[src/logic/screen_pkg.sv]
package screen_pkg;

	// visible area of the vga screen
	localparam int SCREEN_WIDTH = 640;
	localparam int SCREEN_HEIGHT = 480;

	// signed, so motion math can dip below zero before it is clamped
	localparam int COORD_W = $clog2((SCREEN_WIDTH > SCREEN_HEIGHT) ?
		SCREEN_WIDTH : SCREEN_HEIGHT) + 1;
	typedef logic signed [COORD_W-1:0] coord_t; // pixel coordinate

	localparam int SPRITE_SIZE = 32; // bird box edge in pixels
	localparam int FIXED_SHIFT = 6; // position fraction bits, 1/64 pixel

	localparam int INITIAL_X = 280; // column where a deployed bird appears
	localparam int BIRD_Y = 185; // the bird flies along this row only

	// rightmost top-left x that keeps the whole sprite on screen
	localparam int X_LIMIT = SCREEN_WIDTH - SPRITE_SIZE - 1;

endpackage

[src/logic/game_pkg.sv]
package game_pkg;

	// vector types used across the game blocks
	typedef logic [7:0] rand_t; // one random byte
	typedef logic [3:0] life_t; // hits left on the bird
	typedef logic [1:0] speed_t; // speed level, sets the step size
	typedef logic [1:0] level_t; // game level
	typedef logic [7:0] score_t; // hit count, saturating

	localparam int START_LIFE = 3; // lives of a freshly deployed bird
	localparam int CHANCE_TO_CHANGE = 8; // random byte below this turns the bird
	localparam int RED_FRAMES = 32; // frames of red flashing after a hit

	// horizontal step per frame in 1/64 pixel: base + inc * speed
	localparam int STEP_BASE = 50;
	localparam int STEP_PER_SPEED = 20;

	localparam level_t LAST_LEVEL = 2'd3; // clearing this one wins the game

	typedef enum logic [1:0] {
		wait_start, // idle until the player starts
		deploy_bird, // waiting for a frame to place a new bird
		playing, // bird on screen
		game_won // all levels cleared, held until reset
	} ctrl_state_t;

endpackage

[src/logic/bird_ctrl_if.sv]
`timescale 1ns/1ps

interface bird_ctrl_if
	import game_pkg::*;
();

	logic start_of_frame; // one clock per frame
	logic collision; // shot hit the bird, valid on frame clock
	logic deploy; // place a new bird, valid on frame clock
	life_t starting_life; // life loaded on deploy
	speed_t speed; // current speed level

	modport ctrl (
		output deploy,
		output starting_life,
		output speed,
		input collision,
		input start_of_frame
	);

	modport bird (
		input start_of_frame,
		input collision,
		input deploy,
		input starting_life,
		input speed
	);

endinterface

[src/logic/lfsr_random.sv]
`timescale 1ns/1ps

module lfsr_random
	import game_pkg::*;
#(
	parameter rand_t LFSR_SEED = 8'hA5 // must be nonzero
) (
	input logic clk,
	input logic resetN,
	output rand_t random
);

	// taps x^8+x^6+x^5+x^4+1, maximal length of 255
	localparam rand_t TAPS = 8'hB8;

	rand_t lfsr_q;
	rand_t lfsr_next;

	// galois form: shift right, fold the outgoing bit back in
	always_comb begin
		lfsr_next = lfsr_q >> 1;
		if (lfsr_q[0]) begin
			lfsr_next = lfsr_next ^ TAPS;
		end
	end

	always_ff @(posedge clk or negedge resetN) begin
		if (!resetN) begin
			lfsr_q <= LFSR_SEED; // held through reset
		end else begin
			lfsr_q <= lfsr_next; // new byte every clock
		end
	end

	assign random = lfsr_q;

endmodule

[src/logic/bird_logic.sv]
`timescale 1ns/1ps

module bird_logic
	import screen_pkg::*;
	import game_pkg::*;
#(
	parameter rand_t RANDOM_OFFSET = '0 // decorrelates birds sharing one lfsr
) (
	input logic clk,
	input logic resetN,
	bird_ctrl_if.bird bus,
	input rand_t random,
	output logic alive,
	output logic red,
	output coord_t bird_x
);

	localparam int FIX_W = COORD_W + FIXED_SHIFT; // x in 1/64 pixel
	localparam int RED_W = $clog2(RED_FRAMES + 1);

	localparam logic signed [FIX_W-1:0] X_MAX_FIX = FIX_W'(X_LIMIT << FIXED_SHIFT);
	localparam logic signed [FIX_W-1:0] X_START_FIX = FIX_W'(INITIAL_X << FIXED_SHIFT);
	localparam logic [RED_W-1:0] RED_LOAD = RED_W'(RED_FRAMES);

	typedef enum logic [1:0] {
		idle_state,
		right_state,
		left_state
	} wander_t;

	wander_t state;
	wander_t next_state;
	rand_t offset_rnd; // random byte after the per-bird offset
	logic signed [FIX_W-1:0] x_fix; // top-left x, fixed point
	logic signed [FIX_W-1:0] x_next;
	logic signed [FIX_W-1:0] step;
	life_t life;
	logic [RED_W-1:0] red_cnt; // frames of red left

	// wander decision, only committed on a frame clock
	always_comb begin
		offset_rnd = random + RANDOM_OFFSET; // 8-bit sum wraps mod 256
		next_state = state;
		if (offset_rnd < rand_t'(CHANCE_TO_CHANGE)) begin
			if (state == idle_state) begin
				next_state = (offset_rnd < rand_t'(CHANCE_TO_CHANGE / 2)) ?
					right_state : left_state;
			end else begin
				next_state = idle_state; // any turn out of motion stops it
			end
		end
	end

	// motion follows the state held during the past frame
	always_comb begin
		step = FIX_W'(STEP_BASE + STEP_PER_SPEED * int'(bus.speed));
		x_next = x_fix;
		case (state)
			right_state: begin
				if (x_fix < X_MAX_FIX) begin
					// clamp so the sprite never runs off the right edge
					x_next = (x_fix + step > X_MAX_FIX) ? X_MAX_FIX : x_fix + step;
				end
			end
			left_state: begin
				if (x_fix > '0) begin
					x_next = (x_fix < step) ? '0 : x_fix - step; // stop at column 0
				end
			end
			default: begin
				x_next = x_fix; // idle, hover in place
			end
		endcase
	end

	always_ff @(posedge clk or negedge resetN) begin
		if (!resetN) begin
			state <= idle_state;
			x_fix <= '0;
			life <= '0;
			red_cnt <= '0;
		end else if (bus.start_of_frame) begin
			state <= next_state;
			x_fix <= bus.deploy ? X_START_FIX : x_next; // new bird starts mid screen

			if (bus.collision) begin
				if (life != '0) begin
					life <= life - 1'b1; // no wrap on a hit while flashing dead
				end
				red_cnt <= RED_LOAD; // restart flashing
			end else begin
				if (bus.deploy) begin
					life <= bus.starting_life;
				end
				if (red_cnt != '0) begin
					red_cnt <= red_cnt - 1'b1;
				end
			end
		end
	end

	assign red = (red_cnt != '0);
	assign alive = (life != '0) || red; // keep showing until the flashing ends
	assign bird_x = coord_t'(x_fix[FIX_W-1:FIXED_SHIFT]); // drop the fraction

endmodule

[src/logic/hit_detect.sv]
`timescale 1ns/1ps

module hit_detect
	import screen_pkg::*;
(
	input logic clk,
	input logic resetN,
	input logic start_of_frame,
	input logic shot_valid,
	input coord_t shot_x,
	input coord_t shot_y,
	input logic alive,
	input coord_t bird_x,
	output logic collision
);

	localparam coord_t BOX_SPAN = coord_t'(SPRITE_SIZE - 1);
	localparam coord_t BOX_TOP = coord_t'(BIRD_Y);
	localparam coord_t BOX_BOTTOM = coord_t'(BIRD_Y + SPRITE_SIZE - 1);

	logic shot_held; // a shot arrived during this frame
	coord_t held_x;
	coord_t held_y;
	logic in_box;

	// the frame clock closes the frame, a shot on that clock is dropped
	always_ff @(posedge clk or negedge resetN) begin
		if (!resetN) begin
			shot_held <= 1'b0;
		end else if (start_of_frame) begin
			shot_held <= 1'b0;
		end else if (shot_valid) begin
			shot_held <= 1'b1;
		end
	end

	// last shot of the frame wins
	always_ff @(posedge clk) begin
		if (shot_valid && !start_of_frame) begin
			held_x <= shot_x;
			held_y <= shot_y;
		end
	end

	// inclusive test against the 32x32 box
	assign in_box = (held_x >= bird_x) && (held_x <= bird_x + BOX_SPAN) &&
		(held_y >= BOX_TOP) && (held_y <= BOX_BOTTOM);

	assign collision = start_of_frame && shot_held && alive && in_box;

endmodule

[src/logic/game_ctrl.sv]
`timescale 1ns/1ps

module game_ctrl
	import game_pkg::*;
(
	input logic clk,
	input logic resetN,
	input logic start_game,
	bird_ctrl_if.ctrl bus,
	input logic alive,
	output level_t level,
	output score_t score
);

	localparam score_t SCORE_MAX = '1;

	ctrl_state_t state;
	ctrl_state_t next_state;
	logic bird_gone; // frame clock found no bird left on screen
	logic level_up;

	assign bird_gone = bus.start_of_frame && !alive;
	assign level_up = (state == playing) && bird_gone && (level != LAST_LEVEL);

	always_comb begin
		next_state = state;
		case (state)
			wait_start: begin
				if (start_game) begin
					next_state = deploy_bird;
				end
			end
			deploy_bird: begin
				if (bus.start_of_frame) begin
					next_state = playing; // bird placed on this frame
				end
			end
			playing: begin
				if (bird_gone) begin
					next_state = (level == LAST_LEVEL) ? game_won : deploy_bird;
				end
			end
			game_won: begin
				next_state = game_won; // only reset leaves
			end
			default: begin
				next_state = wait_start;
			end
		endcase
	end

	always_ff @(posedge clk or negedge resetN) begin
		if (!resetN) begin
			state <= wait_start;
		end else begin
			state <= next_state;
		end
	end

	// level doubles as speed of the next bird
	always_ff @(posedge clk or negedge resetN) begin
		if (!resetN) begin
			level <= '0;
		end else if (level_up) begin
			level <= level + 1'b1;
		end
	end

	// one point per hit, stuck at max
	always_ff @(posedge clk or negedge resetN) begin
		if (!resetN) begin
			score <= '0;
		end else if (bus.collision && (score != SCORE_MAX)) begin
			score <= score + 1'b1;
		end
	end

	// deploy lines up with the frame clock the bird acts on
	assign bus.deploy = (state == deploy_bird) && bus.start_of_frame;
	assign bus.starting_life = life_t'(START_LIFE);
	assign bus.speed = speed_t'(level);

endmodule

[src/logic/bird_game_top.sv]
`timescale 1ns/1ps

module bird_game_top
	import screen_pkg::*;
	import game_pkg::*;
#(
	parameter rand_t LFSR_SEED = 8'hA5,
	parameter rand_t RANDOM_OFFSET = '0
) (
	input logic clk,
	input logic resetN,
	input logic start_of_frame, // one clock per frame
	input logic start_game,
	input logic shot_valid,
	input coord_t shot_x,
	input coord_t shot_y,
	output coord_t bird_x,
	output coord_t bird_y,
	output logic bird_alive,
	output logic bird_red,
	output level_t level,
	output score_t score
);

	rand_t random;

	bird_ctrl_if bus_i ();

	assign bus_i.start_of_frame = start_of_frame;
	assign bird_y = coord_t'(BIRD_Y); // fixed flight row

	lfsr_random #(
		.LFSR_SEED(LFSR_SEED)
	) lfsr_random_i (
		.clk(clk),
		.resetN(resetN),
		.random(random)
	);

	bird_logic #(
		.RANDOM_OFFSET(RANDOM_OFFSET)
	) bird_logic_i (
		.clk(clk),
		.resetN(resetN),
		.bus(bus_i.bird),
		.random(random),
		.alive(bird_alive),
		.red(bird_red),
		.bird_x(bird_x)
	);

	hit_detect hit_detect_i (
		.clk(clk),
		.resetN(resetN),
		.start_of_frame(start_of_frame),
		.shot_valid(shot_valid),
		.shot_x(shot_x),
		.shot_y(shot_y),
		.alive(bird_alive),
		.bird_x(bird_x),
		.collision(bus_i.collision)
	);

	game_ctrl game_ctrl_i (
		.clk(clk),
		.resetN(resetN),
		.start_game(start_game),
		.bus(bus_i.ctrl),
		.alive(bird_alive),
		.level(level),
		.score(score)
	);

endmodule

[config.mk]
export PLATFORM = sky130hd
export DESIGN_NAME = bird_game_top
export DESIGN_NICKNAME = d
export VERILOG_FILES = /design/src/logic/screen_pkg.sv /design/src/logic/game_pkg.sv /design/src/logic/bird_ctrl_if.sv /design/src/logic/lfsr_random.sv /design/src/logic/bird_logic.sv /design/src/logic/hit_detect.sv /design/src/logic/game_ctrl.sv /design/src/logic/bird_game_top.sv
export SDC_FILE = /design/constraint.sdc
export NUM_CORES = 1
export LEC_CHECK = 0
export BUFFER_PORTS_ARGS = -buffer_cell sky130_fd_sc_hd__buf_2
export CAP_MARGIN = 20
export CORE_AREA = 2 2 83 165
export CTS_CLUSTER_DIAMETER = 120
export DETAILED_ROUTE_END_ITERATION = 8
export DIE_AREA = 0 0 85 167
export GPL_TIMING_DRIVEN = 0
export REMOVE_ABC_BUFFERS = 1
export SLEW_MARGIN = 20
export SYNTH_ARGS = -nofsm -noshare
export SYNTH_HDL_FRONTEND = slang
export SYNTH_SLANG_ARGS = --single-unit
[constraint.sdc]
create_clock -name clk -period 6.35 [get_ports clk]
set_input_delay 0.3175 -clock clk [delete_from_list [all_inputs] [get_ports clk]]
set_output_delay 0.3175 -clock clk [all_outputs]
set_load 0.02 [all_outputs]
==> reports/summary.md <==
## Routing
- **detail-routed via count per cell** 5.60
- **total wire length** 12400 um
- **Iter 0 DRT Violations** 200
- **Vias** 4047
- **post-detailed-route count of antenna-violating nets** 0
- **final routed DRC violation total** 0
- **total iterations of the first detailed-routing run** 5
- **average routed wire per standard cell** 17.2 um

## Status
- **violations in the final reports** negative hold slack
- **outcome** finished, violations left

## Global routing
- **GRT met3 Usage** 2.82%
- **antenna violations before repair** 0
- **gr busiest metal** met2
- **met1 usage in global routing** 18.4%
- **final global-route overflow total** 0
- **largest net degree at the start of global routing** 50
- **vias in the first global route** 4097
- **global routing met2 resource utilization** 33.6%
- **global-route wire length before repair** 20200 um
- **total routing resource utilization after global routing** 18.0%

## Clock tree
- **master cell of the clock root buffer** sky130_fd_sc_hd__clkbuf_16
- **clock tree from TritonCTS** yes
- **number of buffers inserted by hold repair at cts** 0
- **clock-pin slew reported for the worst setup and hold paths after clock tree synthesis** 0.06 ns
- **Num CTS Buffers** 9
- **number of sinks on the clock net** 71
- **H-tree depth** 3
- **number of buffers added for setup after CTS** 0
- **largest buffer count on any clock path** 2
- **worst skew pair latency** 0.35 ns
- **quantity of gates resized following cts** 0

## Pwr
- **Static Leak** 2.46 nW
- **pwr/cell area** 311 mW/mm^2
- **largest vdd supply drop** 0.207 mV

## Logic synthesis
- **leading cell types by count after synthesis** sky130_fd_sc_hd__dfrtp_1 (45), sky130_fd_sc_hd__ha_1 (44), sky130_fd_sc_hd__nor2_1 (42), sky130_fd_sc_hd__nand2_1 (38), sky130_fd_sc_hd__inv_1 (30)
- **largest cells by area after synthesis** sky130_fd_sc_hd__dfrtp_1 (22%), sky130_fd_sc_hd__edfxtp_1 (13%), sky130_fd_sc_hd__ha_1 (11%), sky130_fd_sc_hd__xnor2_1 (4.1%), sky130_fd_sc_hd__buf_4 (3.7%)
- **Avg Cell Area, Syn** 9.44 um^2
- **Yosys warning count** 0
- **post-synthesis cell area** 0.00511 mm^2
- **number of register bits inferred by synthesis** 71
- **async set or reset register ratio after synthesis** 69.0%
- **cell type with the highest aggregate area in the netlist** sky130_fd_sc_hd__dfrtp_1
- **synthesized instance count** 541
- **EDFF count, synth** 22
- **predominant post-synthesis flop cell** sky130_fd_sc_hd__dfrtp_1
- **portion of synthesized cell area occupied by the leading cell type** 22.0%
- **cell with the most instances after synthesis** sky130_fd_sc_hd__dfrtp_1
- **post-synthesis sequential area ratio** 37.0%
- **Yosys cell types** 67

## Floorplanning
- **number of top-level design ports** 61
- **Core Rows** 59
- **initial standard-cell utilization of the core** 39.5%
- **placeable core region** 0.0129 mm^2
- **horizontal die dimension** 85 um
- **height of the die** 167 um
- **full die area** 0.0142 mm^2

## Setup path
- **number of cells traversed by the worst register-to-register path** 14
- **worst-path cell with the longest stage delay** sky130_fd_sc_hd__dfrtp_1
- **Critical Path RT** 6.58 ns
- **crit-path max cell delay** 0.57 ns
- **CP startpoint kind** register
- **type of the worst setup path** register to register
- **worst flop-to-flop path endpoint** game_ctrl_i.score[6]
- **kind of capture point of the worst setup path** register
- **Critical Path, Cell by Cell** inv_1, ha_1, nand2_1, o31ai_1, nor3_1, xnor2_1, ha_1, a21o_1, a2111oi_0, o211ai_1, nand3_1, nand3_1, nor3_1, mux2_2
- **arrival time at the worst endpoint** 4.71 ns
- **worst-path fanout max** 17
- **reg-to-reg critical path startpoint** bird_logic_i.x_fix[7]
- **Worst R2R Setup Slack** 1.87 ns

## STA
- **minimum clock period** 4.48 ns
- **final worst path period share** 70.6%
- **post-route worst setup slack** 1.87 ns
- **number of hold-slack violations in the final timing report** 5
- **Highest Clock Rate** 223 MHz
- **RSZ-0062 raised after global routing** false
- **final setup fails** 0
- **headroom to the max-slew limit** 38.8%
- **final count of pins violating max slew** 0
- **final-layout setup total negative slack** 0 ns
- **worst-case clock skew** 0.0115 ns
- **worst hold margin** -0.00850 ns
- **worst slew pin tran** 0.918 ns

## Placement
- **number of I/O port buffers** 49
- **worst slack after detailed placement** 1.82 ns
- **HPWL Detailed** 9520 um
- **Routability Congestion** 0.909

## Cells and area
- **net count of the finished layout** 639
- **number of fillers in the final layout** 1227
- **Antenna Diode Count** 0
- **utilization of the core after routing** 43.5%
- **share of final-layout standard cells stronger than drive strength 1** 15.8%
- **area growth from synthesis to layout** 10.1%

## Min path
- **class of the worst hold path** primary input to async pin

## Flow run
- **maximum capacitance violations** 0

[how the worst max path moves through the flow]
stage	depth (start not counted)	endpoint	start	slack, ns
finish	14	game_ctrl_i.score[6]	bird_logic_i.x_fix[7]	1.87
global route	14	game_ctrl_i.score[6]	bird_logic_i.x_fix[7]	1.54
CTS	14	game_ctrl_i.score[6]	bird_logic_i.x_fix[7]	1.82
detailed placement	14	game_ctrl_i.score[6]	bird_logic_i.x_fix[7]	1.82
global placement	14	game_ctrl_i.score[6]	bird_logic_i.x_fix[7]	1.88
floorplan	14	game_ctrl_i.score[6]	bird_logic_i.x_fix[7]	2.58
[stage by stage]
step | std cells | power [mW] | instance area (um^2)
global route | 723 | 1.86 | 5620
global placement | 706 | 1.22 | 5290
floorplan | 505 | 1.05 | 4860
finish | 723 | 1.75 | 5620
CTS | 723 | 1.76 | 5620
detailed placement | 707 | 1.23 | 5310
[registers in the layout, summed over array words and instances, names as in the netlist]
register / cells
lfsr_random_i.random: 8
hit_detect_i.held_y: 11
game_ctrl_i.score: 8
game_ctrl_i.bus.speed: 2
hit_detect_i.shot_held: 1
bird_logic_i.state: 2
hit_detect_i.held_x: 11
bird_logic_i.red_cnt: 6
bird_logic_i.x_fix: 16
bird_logic_i.life: 4
game_ctrl_i.state: 2
[per-layer routing]
layer  up-vias  share of wire (%)  wire length (um)
li1       1968                  -                 -
met1      1932                 36              4490
met2       112                 56              6940
met3        35                3.4               426
met4         0                4.5               559
met5         -                  0                 0
[kinds of logic after synthesis]
logic type                 Yosys count  share of synthesized area [%]
other                                2                          0.147
DFF                                 71                           37.0
xor gates and xnor gates            35                           6.00
adders and majority gates           46                           11.6
buffers and inverters               79                           8.08
and+or+nand+nor                    171                           16.6
AOI/OAI and AO/OA                  129                           18.8
muxes                                8                           1.69
[report_power, final]
part           leakage [nW]  switching, mW  internal, mW
logic                  1.49          0.369         0.246
registers             0.817         0.0793         0.530
clock network         0.153          0.202         0.324
[placed cells by master (no fill, tap or decap), types with 4 or more instances in the layout]
master                      netlist  final
sky130_fd_sc_hd__o2bb2ai_1        4      4
sky130_fd_sc_hd__nand4_1         10     10
sky130_fd_sc_hd__o2111ai_1        5      5
sky130_fd_sc_hd__o21a_1           6      6
sky130_fd_sc_hd__inv_1           30     30
sky130_fd_sc_hd__and3_1           5      5
sky130_fd_sc_hd__dfstp_2          4      4
sky130_fd_sc_hd__nor2_1          42     42
sky130_fd_sc_hd__nor4_1           6      6
sky130_fd_sc_hd__conb_1           2     11
sky130_fd_sc_hd__nor3_1          22     22
sky130_fd_sc_hd__xor2_1          11     11
sky130_fd_sc_hd__a21oi_1         23     23
sky130_fd_sc_hd__a22o_1           5      5
sky130_fd_sc_hd__a31oi_1          8      8
sky130_fd_sc_hd__edfxtp_1        22     22
sky130_fd_sc_hd__xnor2_1         24     24
sky130_fd_sc_hd__ha_1            44     44
sky130_fd_sc_hd__mux2_2           5      5
sky130_fd_sc_hd__nor2b_1          8      7
sky130_fd_sc_hd__nand2b_1         4      4
sky130_fd_sc_hd__clkbuf_16        0     11
sky130_fd_sc_hd__buf_2           12     48
sky130_fd_sc_hd__a21o_1          10     10
sky130_fd_sc_hd__dfrtp_1         45     45
sky130_fd_sc_hd__nand2_1         38     38
sky130_fd_sc_hd__nand3_1         21     21
sky130_fd_sc_hd__o21ai_0         24     24
sky130_fd_sc_hd__nor3b_1          5      5
[final cells by class]
class	count	area, um^2	share of cell area, %
clock buffers	13	293	5.21
clock inverters	3	21.3	0.378
inverters	34	128	2.27
multi-input cells	400	2840	50.5
flip-flops and latches	71	1890	33.7
well taps	152	190	3.38
repair buffers	50	259	4.61
[critical path, delay by kind of cell (launching register included)]
kind,cells,cell delay [ns]
simple gates,5,1.21
xor+xnor,1,0.15
mux,1,0.36
compound gates,4,1.21
fa+ha+maj,2,0.54
buf+inv,1,0.31
flops,1,0.57
(Power assumes the default switching activity.)
